## config.mk

```make
export PLATFORM = sky130hd
export DESIGN_NAME = minerTop
export DESIGN_NICKNAME = d
export VERILOG_FILES = /design/src/rtl/shaPkg.sv /design/src/rtl/serialPkg.sv /design/src/rtl/minerTop.sv /design/src/rtl/jobFramer.sv /design/src/rtl/uartTx.sv /design/src/rtl/uartRx.sv /design/src/rtl/nonceSearch.sv /design/src/rtl/sha256Compress.sv
export VERILOG_INCLUDE_DIRS = /design/src /design/src/rtl
export SDC_FILE = /design/constraint.sdc
export NUM_CORES = 2
export LEC_CHECK = 0
export BUFFER_PORTS_ARGS = -buffer_cell sky130_fd_sc_hd__buf_4
export CAP_MARGIN = 40
export CORE_ASPECT_RATIO = 1.2
export CORE_MARGIN = 2
export CORE_UTILIZATION = 25
export DETAILED_ROUTE_END_ITERATION = 8
export PLACE_DENSITY = 0.44
export RECOVER_POWER = 25
export SETUP_SLACK_MARGIN = 0.02
export SLEW_MARGIN = 10
export SYNTH_ARGS = -nofsm -noshare
export SYNTH_HDL_FRONTEND = slang
export SYNTH_SLANG_ARGS = --single-unit
export TNS_END_PERCENT = 20
```

## constraint.sdc

```tcl
create_clock -name clock -period 46.3 [get_ports clock]
set_input_delay 9.26 -clock clock [delete_from_list [all_inputs] [get_ports clock]]
set_output_delay 9.26 -clock clock [all_outputs]
set_load 0.005 [all_outputs]
```

## src/rtl/miner_consts.svh

```systemverilog
`ifndef MINER_CONSTS_SVH
`define MINER_CONSTS_SVH

// UART bit period in clocks, kept short for fast simulation
`define CLKS_PER_BIT 8

// Job frame: 32-byte midstate, 12-byte tail, difficulty byte
`define JOB_BYTES 45

// Reply frame: status byte then nonce, LSB first
`define REPLY_BYTES 5

// Nonces tried before the search gives up
`define NONCE_LIMIT 4096

`endif
```

## src/rtl/shaPkg.sv

```systemverilog
`default_nettype none

package shaPkg;

    // Working variables, word a in the top 32 bits
    typedef logic [7:0][31:0] hashState;

    // Message block, word 0 in the top 32 bits
    typedef logic [15:0][31:0] msgBlock;

    // Nonce search FSM
    typedef enum logic [1:0] {
        IDLE,
        HASHING,
        CHECK,
        REPORT
    } searchState;

endpackage

`default_nettype wire

```

## src/rtl/serialPkg.sv

```systemverilog
`default_nettype none

package serialPkg;

    // Shared by receiver and transmitter
    typedef enum logic [1:0] {
        IDLE,
        START,
        DATA,
        STOP
    } uartState;

    // First received byte lands in the top of the frame
    typedef struct packed {
        shaPkg::hashState midstate;
        logic [95:0]      tail;
        logic [7:0]       difficulty;
    } miningJob;

    typedef struct packed {
        logic        found;
        logic [31:0] nonce;
    } searchResult;

endpackage

`default_nettype wire

```

## src/rtl/minerTop.sv

```systemverilog
`default_nettype none

module minerTop (
    input  logic clock,
    input  logic rstN,
    input  logic rxd,
    output logic txd
);
    import shaPkg::*;
    import serialPkg::*;

    // Receive path
    logic [7:0]  rxByte;
    logic        rxValid;

    // Job handoff to the search
    miningJob    job;
    logic        jobStart;

    // Hash core
    logic        hashStart;
    logic        hashDone;
    hashState    initState;
    hashState    digest;
    msgBlock     block;

    // Reply path
    searchResult result;
    logic        resultValid;
    logic [7:0]  txByte;
    logic        txStart;
    logic        txBusy;

    uartRx uRx (
        .clock   (clock),
        .rstN    (rstN),
        .rxd     (rxd),
        .rxByte  (rxByte),
        .rxValid (rxValid)
    );

    jobFramer uFramer (
        .clock       (clock),
        .rstN        (rstN),
        .rxByte      (rxByte),
        .rxValid     (rxValid),
        .job         (job),
        .jobStart    (jobStart),
        .result      (result),
        .resultValid (resultValid),
        .txByte      (txByte),
        .txStart     (txStart),
        .txBusy      (txBusy)
    );

    nonceSearch uSearch (
        .clock       (clock),
        .rstN        (rstN),
        .job         (job),
        .jobStart    (jobStart),
        .hashStart   (hashStart),
        .initState   (initState),
        .block       (block),
        .hashDone    (hashDone),
        .digest      (digest),
        .result      (result),
        .resultValid (resultValid)
    );

    sha256Compress uHash (
        .clock     (clock),
        .rstN      (rstN),
        .hashStart (hashStart),
        .initState (initState),
        .block     (block),
        .hashDone  (hashDone),
        .digest    (digest)
    );

    uartTx uTx (
        .clock   (clock),
        .rstN    (rstN),
        .txByte  (txByte),
        .txStart (txStart),
        .txd     (txd),
        .txBusy  (txBusy)
    );

endmodule

`default_nettype wire

```

## src/rtl/jobFramer.sv

```systemverilog
`default_nettype none
`include "miner_consts.svh"

module jobFramer (
    input  logic                   clock,
    input  logic                   rstN,
    input  logic [7:0]             rxByte,
    input  logic                   rxValid,
    output serialPkg::miningJob    job,
    output logic                   jobStart,
    input  serialPkg::searchResult result,
    input  logic                   resultValid,
    output logic [7:0]             txByte,
    output logic                   txStart,
    input  logic                   txBusy
);
    import serialPkg::*;

    logic [`JOB_BYTES*8-1:0] frame;
    logic [5:0]              byteCount;
    logic [5:0]              curCount;
    logic [15:0]             idleCnt;
    logic                    stale;
    searchResult             reply;
    logic                    sending;
    logic [2:0]              txIdx;

    assign job = frame;

    // Twelve silent bit-times, longer than one byte time
    assign stale = idleCnt >= 16'(12 * `CLKS_PER_BIT);
    // Byte after a stale gap starts a new frame
    assign curCount = stale ? 6'd0 : byteCount;

    always_ff @(posedge clock) begin
        if (!rstN) begin
            byteCount <= '0;
            idleCnt <= '0;
            jobStart <= 1'b0;
        end else begin
            jobStart <= 1'b0;
            if (!stale) idleCnt <= idleCnt + 16'd1;
            if (rxValid) begin
                idleCnt <= '0;
                if (curCount == 6'(`JOB_BYTES - 1)) begin
                    byteCount <= '0;
                    jobStart <= 1'b1;
                end else begin
                    byteCount <= curCount + 6'd1;
                end
            end
        end
    end

    // First byte ends up in the top of the frame
    always_ff @(posedge clock) begin
        if (rxValid) frame <= {frame[`JOB_BYTES*8-9:0], rxByte};
    end

    // Status byte first, then nonce LSB first
    always_comb begin
        case (txIdx)
            3'd0: txByte = {7'd0, reply.found};
            3'd1: txByte = reply.nonce[7:0];
            3'd2: txByte = reply.nonce[15:8];
            3'd3: txByte = reply.nonce[23:16];
            default: txByte = reply.nonce[31:24];
        endcase
    end

    always_ff @(posedge clock) begin
        if (!rstN) begin
            sending <= 1'b0;
            txStart <= 1'b0;
            txIdx <= '0;
        end else begin
            txStart <= 1'b0;
            if (!sending) begin
                txIdx <= '0;
                if (resultValid) sending <= 1'b1;
            end else if (txStart) begin
                // Byte taken by the transmitter, move on
                txIdx <= txIdx + 3'd1;
                if (txIdx == 3'(`REPLY_BYTES - 1)) sending <= 1'b0;
            end else if (!txBusy) begin
                txStart <= 1'b1;
            end
        end
    end

    // Result during a reply in progress is dropped
    always_ff @(posedge clock) begin
        if (resultValid && !sending) reply <= result;
    end

endmodule

`default_nettype wire

```

## src/rtl/uartTx.sv

```systemverilog
`default_nettype none
`include "miner_consts.svh"

module uartTx (
    input  logic       clock,
    input  logic       rstN,
    input  logic [7:0] txByte,
    input  logic       txStart,
    output logic       txd,
    output logic       txBusy
);
    import serialPkg::*;

    uartState   state;
    logic [7:0] count;
    logic [2:0] bitIdx;
    logic [7:0] shifter;

    // Busy already in the txStart cycle
    assign txBusy = txStart || (state != IDLE);

    always_comb begin
        case (state)
            START: txd = 1'b0;
            DATA: txd = shifter[0];
            // Idle and stop bit are high
            default: txd = 1'b1;
        endcase
    end

    always_ff @(posedge clock) begin
        if (!rstN) begin
            state <= IDLE;
            count <= '0;
            bitIdx <= '0;
        end else begin
            count <= count + 8'd1;
            case (state)
                IDLE: begin
                    count <= '0;
                    bitIdx <= '0;
                    if (txStart) begin
                        shifter <= txByte;
                        state <= START;
                    end
                end
                START: begin
                    if (count == 8'(`CLKS_PER_BIT - 1)) begin
                        count <= '0;
                        state <= DATA;
                    end
                end
                DATA: begin
                    if (count == 8'(`CLKS_PER_BIT - 1)) begin
                        count <= '0;
                        shifter <= shifter >> 1;
                        bitIdx <= bitIdx + 3'd1;
                        if (bitIdx == 3'd7) state <= STOP;
                    end
                end
                STOP: begin
                    if (count == 8'(`CLKS_PER_BIT - 1)) state <= IDLE;
                end
                default: state <= IDLE;
            endcase
        end
    end

endmodule

`default_nettype wire

```

## src/rtl/uartRx.sv

```systemverilog
`default_nettype none
`include "miner_consts.svh"

module uartRx (
    input  logic       clock,
    input  logic       rstN,
    input  logic       rxd,
    output logic [7:0] rxByte,
    output logic       rxValid
);
    import serialPkg::*;

    uartState   state;
    // Two-flop synchronizer, idles high like the line
    logic       rxMeta;
    logic       rxSync;
    logic [7:0] count;
    logic [2:0] bitIdx;

    always_ff @(posedge clock) begin
        if (!rstN) begin
            rxMeta <= 1'b1;
            rxSync <= 1'b1;
            state <= IDLE;
            count <= '0;
            bitIdx <= '0;
            rxValid <= 1'b0;
        end else begin
            rxMeta <= rxd;
            rxSync <= rxMeta;
            rxValid <= 1'b0;
            count <= count + 8'd1;
            case (state)
                IDLE: begin
                    count <= '0;
                    if (!rxSync) state <= START;
                end
                START: begin
                    // Mid start bit, still low or it was a glitch
                    if (count == 8'(`CLKS_PER_BIT / 2 - 1)) begin
                        count <= '0;
                        bitIdx <= '0;
                        state <= rxSync ? IDLE : DATA;
                    end
                end
                DATA: begin
                    // One full bit later is mid data bit, LSB first
                    if (count == 8'(`CLKS_PER_BIT - 1)) begin
                        count <= '0;
                        rxByte <= {rxSync, rxByte[7:1]};
                        bitIdx <= bitIdx + 3'd1;
                        if (bitIdx == 3'd7) state <= STOP;
                    end
                end
                STOP: begin
                    if (count == 8'(`CLKS_PER_BIT - 1)) begin
                        // Low stop bit is a framing error, byte dropped
                        rxValid <= rxSync;
                        state <= IDLE;
                    end
                end
                default: state <= IDLE;
            endcase
        end
    end

endmodule

`default_nettype wire

```

## src/rtl/nonceSearch.sv

```systemverilog
`default_nettype none
`include "miner_consts.svh"

module nonceSearch (
    input  logic                   clock,
    input  logic                   rstN,
    input  serialPkg::miningJob    job,
    input  logic                   jobStart,
    output logic                   hashStart,
    output shaPkg::hashState       initState,
    output shaPkg::msgBlock        block,
    input  logic                   hashDone,
    input  shaPkg::hashState       digest,
    output serialPkg::searchResult result,
    output logic                   resultValid
);
    import shaPkg::*;

    searchState  state;
    // Latched job
    hashState    midstate;
    logic [95:0] tail;
    logic [7:0]  difficulty;
    logic [31:0] nonce;
    logic [31:0] nonceSwap;
    logic        stop;
    logic        hit;
    logic [6:0]  zeros;
    logic [6:0]  need;
    logic        accept;
    logic        lastNonce;

    // Leading zero bits of a 64-bit value
    function automatic logic [6:0] leadZeros(input logic [63:0] v);
        logic [6:0] n;
        logic       seen;
        n = 7'd0;
        seen = 1'b0;
        for (int i = 63; i >= 0; i--) begin
            if (v[i]) seen = 1'b1;
            else if (!seen) n = n + 7'd1;
        end
        return n;
    endfunction

    // Nonce goes into the header little endian
    assign nonceSwap = {nonce[7:0], nonce[15:8], nonce[23:16], nonce[31:24]};

    // Tail, nonce, pad bit, zeros, 640-bit message length
    assign block = {tail, nonceSwap, 32'h8000_0000, 320'd0, 32'd640};
    assign initState = midstate;

    // Leading zeros run across word a into word b
    assign zeros = leadZeros({digest[7], digest[6]});
    assign need = (difficulty > 8'd64) ? 7'd64 : difficulty[6:0];
    assign accept = zeros >= need;
    assign lastNonce = nonce == 32'(`NONCE_LIMIT - 1);

    // CHECK issues the next hash unless the search is over
    assign hashStart = (state == CHECK) && !stop;
    assign resultValid = state == REPORT;
    assign result = {hit, nonce};

    always_ff @(posedge clock) begin
        if (!rstN) begin
            state <= IDLE;
            stop <= 1'b0;
        end else if (jobStart) begin
            // New job wins in any state
            state <= CHECK;
            stop <= 1'b0;
            nonce <= '0;
        end else begin
            case (state)
                HASHING: begin
                    if (hashDone) begin
                        hit <= accept;
                        // Keep the last tried nonce for the reply
                        if (accept || lastNonce) stop <= 1'b1;
                        else nonce <= nonce + 32'd1;
                        state <= CHECK;
                    end
                end
                CHECK: state <= stop ? REPORT : HASHING;
                REPORT: state <= IDLE;
                default: state <= IDLE;
            endcase
        end
    end

    always_ff @(posedge clock) begin
        if (jobStart) begin
            midstate <= job.midstate;
            tail <= job.tail;
            difficulty <= job.difficulty;
        end
    end

endmodule

`default_nettype wire

```

## src/rtl/sha256Compress.sv

```systemverilog
`default_nettype none

module sha256Compress (
    input  logic             clock,
    input  logic             rstN,
    input  logic             hashStart,
    input  shaPkg::hashState initState,
    input  shaPkg::msgBlock  block,
    output logic             hashDone,
    output shaPkg::hashState digest
);
    import shaPkg::*;

    // SHA-256 round constants
    localparam logic [31:0] K [64] = '{
        32'h428a2f98, 32'h71374491, 32'hb5c0fbcf, 32'he9b5dba5,
        32'h3956c25b, 32'h59f111f1, 32'h923f82a4, 32'hab1c5ed5,
        32'hd807aa98, 32'h12835b01, 32'h243185be, 32'h550c7dc3,
        32'h72be5d74, 32'h80deb1fe, 32'h9bdc06a7, 32'hc19bf174,
        32'he49b69c1, 32'hefbe4786, 32'h0fc19dc6, 32'h240ca1cc,
        32'h2de92c6f, 32'h4a7484aa, 32'h5cb0a9dc, 32'h76f988da,
        32'h983e5152, 32'ha831c66d, 32'hb00327c8, 32'hbf597fc7,
        32'hc6e00bf3, 32'hd5a79147, 32'h06ca6351, 32'h14292967,
        32'h27b70a85, 32'h2e1b2138, 32'h4d2c6dfc, 32'h53380d13,
        32'h650a7354, 32'h766a0abb, 32'h81c2c92e, 32'h92722c85,
        32'ha2bfe8a1, 32'ha81a664b, 32'hc24b8b70, 32'hc76c51a3,
        32'hd192e819, 32'hd6990624, 32'hf40e3585, 32'h106aa070,
        32'h19a4c116, 32'h1e376c08, 32'h2748774c, 32'h34b0bcb5,
        32'h391c0cb3, 32'h4ed8aa4a, 32'h5b9cca4f, 32'h682e6ff3,
        32'h748f82ee, 32'h78a5636f, 32'h84c87814, 32'h8cc70208,
        32'h90befffa, 32'ha4506ceb, 32'hbef9a3f7, 32'hc67178f2
    };

    hashState    init;
    hashState    work;
    // Rolling schedule window, w[15] is the word for this round
    msgBlock     w;
    logic [6:0]  round;
    logic        busy;
    logic [31:0] a, b, c, d, e, f, g, h;
    logic [31:0] t1;
    logic [31:0] t2;
    logic [31:0] s0;
    logic [31:0] s1;
    logic [31:0] nextW;

    function automatic logic [31:0] rotr(input logic [31:0] x, input int n);
        return (x >> n) | (x << (32 - n));
    endfunction

    assign {a, b, c, d, e, f, g, h} = work;

    // Round 64 means all rounds are in
    assign hashDone = busy && (round == 7'd64);

    always_comb begin
        t1 = h + (rotr(e, 6) ^ rotr(e, 11) ^ rotr(e, 25)) + ((e & f) ^ (~e & g))
            + K[round[5:0]] + w[15];
        t2 = (rotr(a, 2) ^ rotr(a, 13) ^ rotr(a, 22)) + ((a & b) ^ (a & c) ^ (b & c));
        // W[t+16] from W[t], W[t+1], W[t+9], W[t+14]
        s0 = rotr(w[14], 7) ^ rotr(w[14], 18) ^ (w[14] >> 3);
        s1 = rotr(w[1], 17) ^ rotr(w[1], 19) ^ (w[1] >> 10);
        nextW = s1 + w[6] + s0 + w[15];
    end

    // Feed-forward sum, valid while hashDone is high
    always_comb begin
        for (int i = 0; i < 8; i++) begin
            digest[i] = init[i] + work[i];
        end
    end

    always_ff @(posedge clock) begin
        if (!rstN) begin
            busy <= 1'b0;
            round <= '0;
        end else if (hashStart) begin
            busy <= 1'b1;
            round <= '0;
        end else if (busy) begin
            // Done cycle ends the run
            if (round == 7'd64) busy <= 1'b0;
            else round <= round + 7'd1;
        end
    end

    // Datapath, restarted by hashStart at any time
    always_ff @(posedge clock) begin
        if (hashStart) begin
            init <= initState;
            work <= initState;
            w <= block;
        end else if (busy && round != 7'd64) begin
            work <= {t1 + t2, a, b, c, d + t1, e, f, g};
            w <= {w[14:0], nextW};
        end
    end

endmodule

`default_nettype wire

```

-- Word-level counts from Yosys, hierarchy flattened
Memory sizes are Yosys's and may differ from the RTL's.
Index checks and enable logic that the tools add are counted.
W data, S select, Z words.
- logic and storage cells: 497
- memories: 1
- register bits after elaboration: 1702
- output and inout bits: 1
- bits in read-only memories: 2048
- memories (memory ; words ; bits a word ; rd ports ; clocked after Yosys merged registers in ; write ports ; line ; source):
    (no name shown) ; 64 ; 32 ; 1 ; 0 ; 0 ; sha256Compress.sv:58 ; + K[round[5:0]] + w[15];
- order comparisons: 4
- reductions and logical operators: 35
- add/sub/neg operators: 84
- equal/unequal tests: 35
- bitwise operators: 32
- muxes and demuxes: 243
- operators with widths (operator ; number):
    $mux W512 ; 2
    $mux W7 ; 127
    $mux W256 ; 2
    $add A7 B1 Y7 const B ; 63
    $add A32 B32 Y32 ; 12
    $xor A32 B32 Y32 ; 9
    $and A32 B32 Y32 ; 5
    $mux W32 ; 5
    $mux W1 ; 73
    $mux W8 ; 5
    $add A32 B1 Y32 const B ; 1
    $eq A32 B12 Y1 const B ; 1
    $not A32 Y32 ; 1
    $or A10 B32 Y32 ; 1
    $or A13 B32 Y32 ; 1
    $or A14 B32 Y32 ; 1
    $or A15 B32 Y32 ; 1
    $or A19 B32 Y32 ; 1
    $or A21 B32 Y32 ; 1
    $or A25 B32 Y32 ; 1
    $or A26 B32 Y32 ; 1
    $or A30 B32 Y32 ; 1
    $or A7 B32 Y32 ; 1
    $pmux W8 S2 ; 2
    other kinds (47) ; 115

-- Logic depth before layout (Yosys ltp)
- depth in word-level cells: 196
- gate-level depth with buffers: 221
- mapped depth without buffers: 220

-- By module
From an unflattened synthesis, not the netlist that was laid out.
- cell total of the unflattened synthesis: 9117
- area total of the unflattened synthesis: 109860.4 µm²
- modules (own cells, without submodules) (module ; area an instance (µm²) ; seq. area each (µm²) ; times used ; cells each):
    sha256Compress ; 68479.4 ; 30909.6 ; 1 ; 5967
    nonceSearch ; 26158.8 ; 11861.4 ; 1 ; 2412
    jobFramer ; 13215.2 ; 12361.9 ; 1 ; 556
    uartRx ; 1007.2 ; 560.5 ; 1 ; 92
    uartTx ; 999.7 ; 500.5 ; 1 ; 90

-- Worst setup path before layout
No wires, ideal clock.
- path type: register -> register
- start: register uHash.work, in the netlist uHash.a[7]
- end: register uSearch.nonce[0], enable pin
- arrival time: 38.952 ns
- slack: 6.957 ns
- required time: 45.909 ns
- stages on the path, launching flop included: 220
- buffers on the path: 2
- clock period less this slack: 39.343 ns
- cells stage by stage: edfxtp_1 -> ha_1 -> clkbuf_1 -> nand2_1 -> or3_1 -> o21bai_1 -> a21o_1 -> a2bb2oi_1 -> xnor2_1 -> and2_1 -> clkbuf_1 -> nor2_1 -> ha_1 -> nand2_1 -> a21oi_1 -> ha_1 -> mux2i_1 -> o21a_1 -> [184 not listed] -> inv_1 -> mux2i_1 -> ha_1 -> and2_1 -> a21oi_1 -> o32ai_1 -> a32oi_1 -> or2_2 -> and2b_1 -> nand3b_1 -> mux2i_1 -> a21oi_1 -> xnor3_1 -> ha_1 -> a21o_1 -> a41o_1 -> nor2_1 -> o21a_1
- word-level cells in the longest chain between the ends: 195
- elaborated cells on any way between the ends: 258
- those cells by class: add/sub (64); order compare (1); eq/ne (1); mux (190); reduce/logical (2)
- ends and longest elaborated chain (what ; line ; source):
    start, declared ; sha256Compress.sv:35 ; hashState work;
    start signal, assigned ; sha256Compress.sv:91 ; work <= initState;
    start signal, assigned ; sha256Compress.sv:94 ; work <= {t1 + t2, a, b, c, d + t1, e, f, g};
    $add A32 B32 Y32 (*) ; sha256Compress.sv:69 ; digest[i] = init[i] + work[i];
    $mux W1 ; nonceSearch.sv:40 ; if (v[i]) seen = 1'b1;
    $add A1 B1 Y2 ; nonceSearch.sv:41 ; else if (!seen) n = n + 7'd1;
    $mux W7 ; nonceSearch.sv:41 ;
    $mux W7 ; nonceSearch.sv:40 ;
    $add A7 B1 Y7 ; nonceSearch.sv:41 ;
    $mux W7 ; nonceSearch.sv:41 ;
    $mux W7 ; nonceSearch.sv:40 ;
    [180 not listed] ; - ;
    $add A7 B1 Y7 ; nonceSearch.sv:41 ;
    $mux W7 ; nonceSearch.sv:41 ;
    $mux W7 (*) ; nonceSearch.sv:40 ;
    $ge A7 B7 Y1 (*) ; nonceSearch.sv:56 ; assign accept = zeros >= need;
    named net uSearch.accept ; nonceSearch.sv:30 ; logic accept;
    $logic_or A1 B1 Y1 (*) ; nonceSearch.sv:79 ; if (accept || lastNonce) stop <= 1'b1;
    $ne A2 B2 Y1 (no line) (*) ; - ;
    $reduce_and A4 Y1 (no line) (*) ; - ;
    end signal, assigned ; nonceSearch.sv:80 ; else nonce <= nonce + 32'd1;
    end, declared ; nonceSearch.sv:24 ; logic [31:0] nonce;
The timed path passes the listed nets; every way through them passes the cells marked *.
A chain may end at the register's enable or synchronous reset.

-- Worst setup path in the final report
- start: register uHash.work, in the netlist uHash.a[7]
- end: register uSearch.nonce[4], enable pin
Same word-level chain as after synthesis.

==> run_results.csv <==
group,metric,value,unit
clock_tree,cts_tree,"yes",
setup_path,r2r_end,"uSearch.nonce[4]$_SDFFCE_PP0P_",
setup_path,crit_family,"adder cells",
synth,synth_cell_type_count,109,
synth,synth_seq_cells,1702,
placement,finalWeightedCongestion,0.907,
grt,grt_start_max_net_pins,221,
clock_tree,clk_latency,0.85,ns
detailed_routing,wl_met1,115000,microns
final_layout,fin_area,98900,sq um
clock_tree,cts_max_path_buffers,4,
grt,antenna_found_initial,3,
timing,slew_headroom,5.54,%
detailed_routing,dr_wl_met3,8490,microns
die,die_x,543,microns
pwr,power,3.08,mW
timing,fin_skew,0.0594,ns
clock_tree,cts_root_buf,"clkbuf_16",
setup_path,r2r_cells,218,
setup_path,slowest_delay,0.55,ns
detailed_routing,wl_met2,141000,microns
detailed_routing,dr.first_iter.drc_count,4455,
synth,synth_warnings,0,
setup_path,rrSetupSlack,3.55,ns
synth,syn_nets,8917,
synth,synth_ff_type,"edfxtp_1",
synth,synthCells,8410,
synth,synth_edf_count,1250,
detailed_routing,vias,60400,
grt,track_usage,15.5,%
final_layout,layout-drive-gt1-share,6.67,%
min_path,hold-path-endpoint,"uSearch.initState[43]$_DFFE_PP_",
final_layout,nets,8804,
grt,grt_pass1_vias,60700,
timing,tightestPinTransition,1.42,ns
clock_tree,hold_buffers,0,
setup_path,path_class,"reg2reg",
timing,finalCriticalPeriod,42.75,ns
synth,avgSynthCellArea,10.4,sq um
synth,synthTopCellsByArea,"edfxtp_1, dfxtp_1, nand2_1",
setup_path,cp-end-kind,"register",
setup_path,critPathBufInv,11,
final_layout,area_delta_synth_final,13.4,%
pwr,ir_drop,26.9,uV
die,die-height,651,microns
synth,ys_async_sr_fraction,0,%
min_path,holdCritPathClass,"reg2reg",
timing,max_freq,23.4,MHz
setup_path,arrival,43.27,ns
clock_tree,clkSinkCount,1702,
die,dieArea,354000,sq um
clock_tree,cts_buffers,183,
grt,globalRouteOverflowTotal,0,
status,outcome,"finished, final reports clean",
min_path,min_from,"uFramer.job[147]$_DFFE_PP_",
final_layout,fillers,36200,
detailed_routing,routed_via_density,4.61,
pwr,cellPowerDensity,31.1,nW/um^2
die,floorplan.rows,237,
die,core,347000,sq um
setup_path,crit_slowest_cell,"edfxtp_1",
die,io_pins,4,
detailed_routing,wl_per_cell,21.4,microns
setup_path,cp-start-kind,"register",
setup_path,crit_top_cell,"ha_1",
setup_path,worstPathRequired,46.82,ns
synth,ys_top_cells_by_count,"nand2_1, edfxtp_1, a21oi_1, dfxtp_1, xnor2_1",
min_path,whs_path_depth,0,
clock_tree,path_clk_slew,0.07,ns
detailed_routing,postRouteAntennaNets,0,
setup_path,r2r-start,"uHash.a[7]$_DFFE_PP_",
job,cap_viol_max_count,0,
timing,finalCritPeriodShare,92.3,%
pwr,p_leak,35.3,nW
setup_path,cp_max_fo,32,
grt,grt_pass1_wl,412000,microns
detailed_routing,drc,0,
detailed_routing,routed.top_layer,"met4",
synth,synth_top_area_share,43.0,%
detailed_routing,firstDrtPassIters,6,
synth,synth.most_common_cell,"nand2_1",
synth,synth_area_leader_cell,"edfxtp_1",
synth,synth.cell_area,87200,sq um
clock_tree,htree_num_levels,4,
placement,io_buffers,3,
synth,ys_seq_area_share,53.4,%
die,start_util,25.1,%
timing,setup_viol,0,
detailed_routing,drt-total-wl,281000,microns
timing,drv_slew,0,
timing,final_hold_viol_count,0,
placement,dp_hpwl,206000,microns
placement,placed_area,92600,sq um
sequential cells by signal, indices dropped and copies added (netlist names), 33 cells and up, named ones only:
| register | flops |
|---|---|
| uFramer.job | 360 |
| uSearch.tail | 96 |
| uHash.init | 64 |
| uFramer.reply | 33 |
| uHash.w | 512 |
| uSearch.initState | 256 |
area by class of cell:
cell class / instances / area, sq um / share of cell area, %
Antenna cell: 9 / 22.5 / 0.0228
Clock buffer: 230 / 4970 / 5.03
Clock inverter: 93 / 818 / 0.827
Inverter: 345 / 1300 / 1.32
Multi-Input combinational cell: 5922 / 37900 / 38.3
Sequential cell: 1702 / 46600 / 47.1
Tap cell: 4660 / 5830 / 5.90
Timing Repair Buffer: 143 / 1490 / 1.51
per-layer routing:
metal | vias up | track usage, %
met3 | 412 | 1.56
met5 | - | 0
met2 | 1134 | 27.6
li1 | 29000 | -
met4 | 0 | 7.63
met1 | 29900 | 18.5
stage by stage:
stage	TNS [ns]	instances	utilization, %	setup WS [ns]	hold slack, ns
6_report	0	13100	28.5	3.55	0.411
5_1_grt	-2.12	13100	28.5	-0.0736	0.423
4_1_cts	0	13100	28.3	1.81	0.408
3_5_place_dp	0	12700	26.7	1.97	0.405
3_3_place_gp	0	12700	26.5	2.07	0.401
2_1_floorplan	0	8410	-	6.96	0.386
where the power goes:
group / leakage (nW) / internal (mW) / switching (mW)
sequential: 14.7 / 1.62 / 0.00117
combinational: 17.8 / 0.00321 / 0.00592
clock: 2.85 / 0.827 / 0.624
total: 35.3 / 2.45 / 0.631
placed cells by master, fill, tap and decap left out, types with 27 or more instances in the layout:
| cell | instances |
|---|---|
| o21bai_1 | 55 |
| o211ai_1 | 33 |
| nand4_1 | 32 |
| ha_1 | 304 |
| edfxtp_1 | 1250 |
| nand3_1 | 120 |
| or3_1 | 51 |
| nand2_1 | 1989 |
| xor2_1 | 167 |
| a21oi_1 | 733 |
| clkbuf_16 | 186 |
| nand2b_1 | 48 |
| xnor2_1 | 425 |
| and2_1 | 47 |
| mux2i_1 | 64 |
| nor3_1 | 74 |
| inv_1 | 341 |
| dfxtp_1 | 447 |
| nor2_1 | 381 |
| clkbuf_1 | 27 |
| fa_1 | 191 |
| a21o_1 | 92 |
| and3_1 | 50 |
| clkinv_1 | 27 |
| a31oi_1 | 43 |
| buf_4 | 108 |
| nor2b_1 | 34 |
| clkinv_2 | 32 |
| o21ai_0 | 408 |
| a211oi_1 | 42 |
| a21boi_0 | 35 |
| o21a_1 | 28 |
| o31ai_1 | 30 |
| mux2_2 | 30 |
worst max-delay path by stage:
stage / start / endpoint / slack (ns) / cells after the start
2_1_floorplan: uHash.a[7]$_DFFE_PP_ / uSearch.nonce[0]$_SDFFCE_PP0P_ / 6.96 / 219
3_3_place_gp: uHash.a[7]$_DFFE_PP_ / uSearch.nonce[4]$_SDFFCE_PP0P_ / 2.07 / 218
3_5_place_dp: uHash.a[20]$_DFFE_PP_ / uSearch.nonce[10]$_SDFFCE_PP0P_ / 1.97 / 218
4_1_cts: uHash.a[7]$_DFFE_PP_ / uSearch.nonce[4]$_SDFFCE_PP0P_ / 1.81 / 218
5_1_grt: uHash.a[0]$_DFFE_PP_ / uSearch.nonce[13]$_SDFFCE_PP0P_ / -0.07 / 219
6_report: uHash.a[7]$_DFFE_PP_ / uSearch.nonce[4]$_SDFFCE_PP0P_ / 3.55 / 218
cells by family after synthesis:
family,after synthesis,share of synthesized area (%)
xor gates and xnor gates,630,6.87
buffers and inverters,786,3.41
DFF,1702,53.4
adders and majority gates,512,8.97
muxes,101,1.29
AOI/OAI and AO/OA,1711,11.6
and+or+nand+nor,2968,14.4
worst register-to-register path, delay by kind of cell, from the launching register on:
family	cells	cell delay [ns]
and+or+nand+nor	54	5.98
AOI/OAI and AO/OA	64	9.91
xor gates and xnor gates	1	0.20
adders and majority gates	61	19.45
buffers and inverters	11	1.01
DFF	1	0.55
muxes	27	5.34
what timing repair did:
item | 4_1_cts | 5_1_grt
gates resized for setup | 0 | 51
buffers inserted | 0 | 32
endpoints found under the setup margin | 0 | 34
Power figures use the tool's default switching activity.
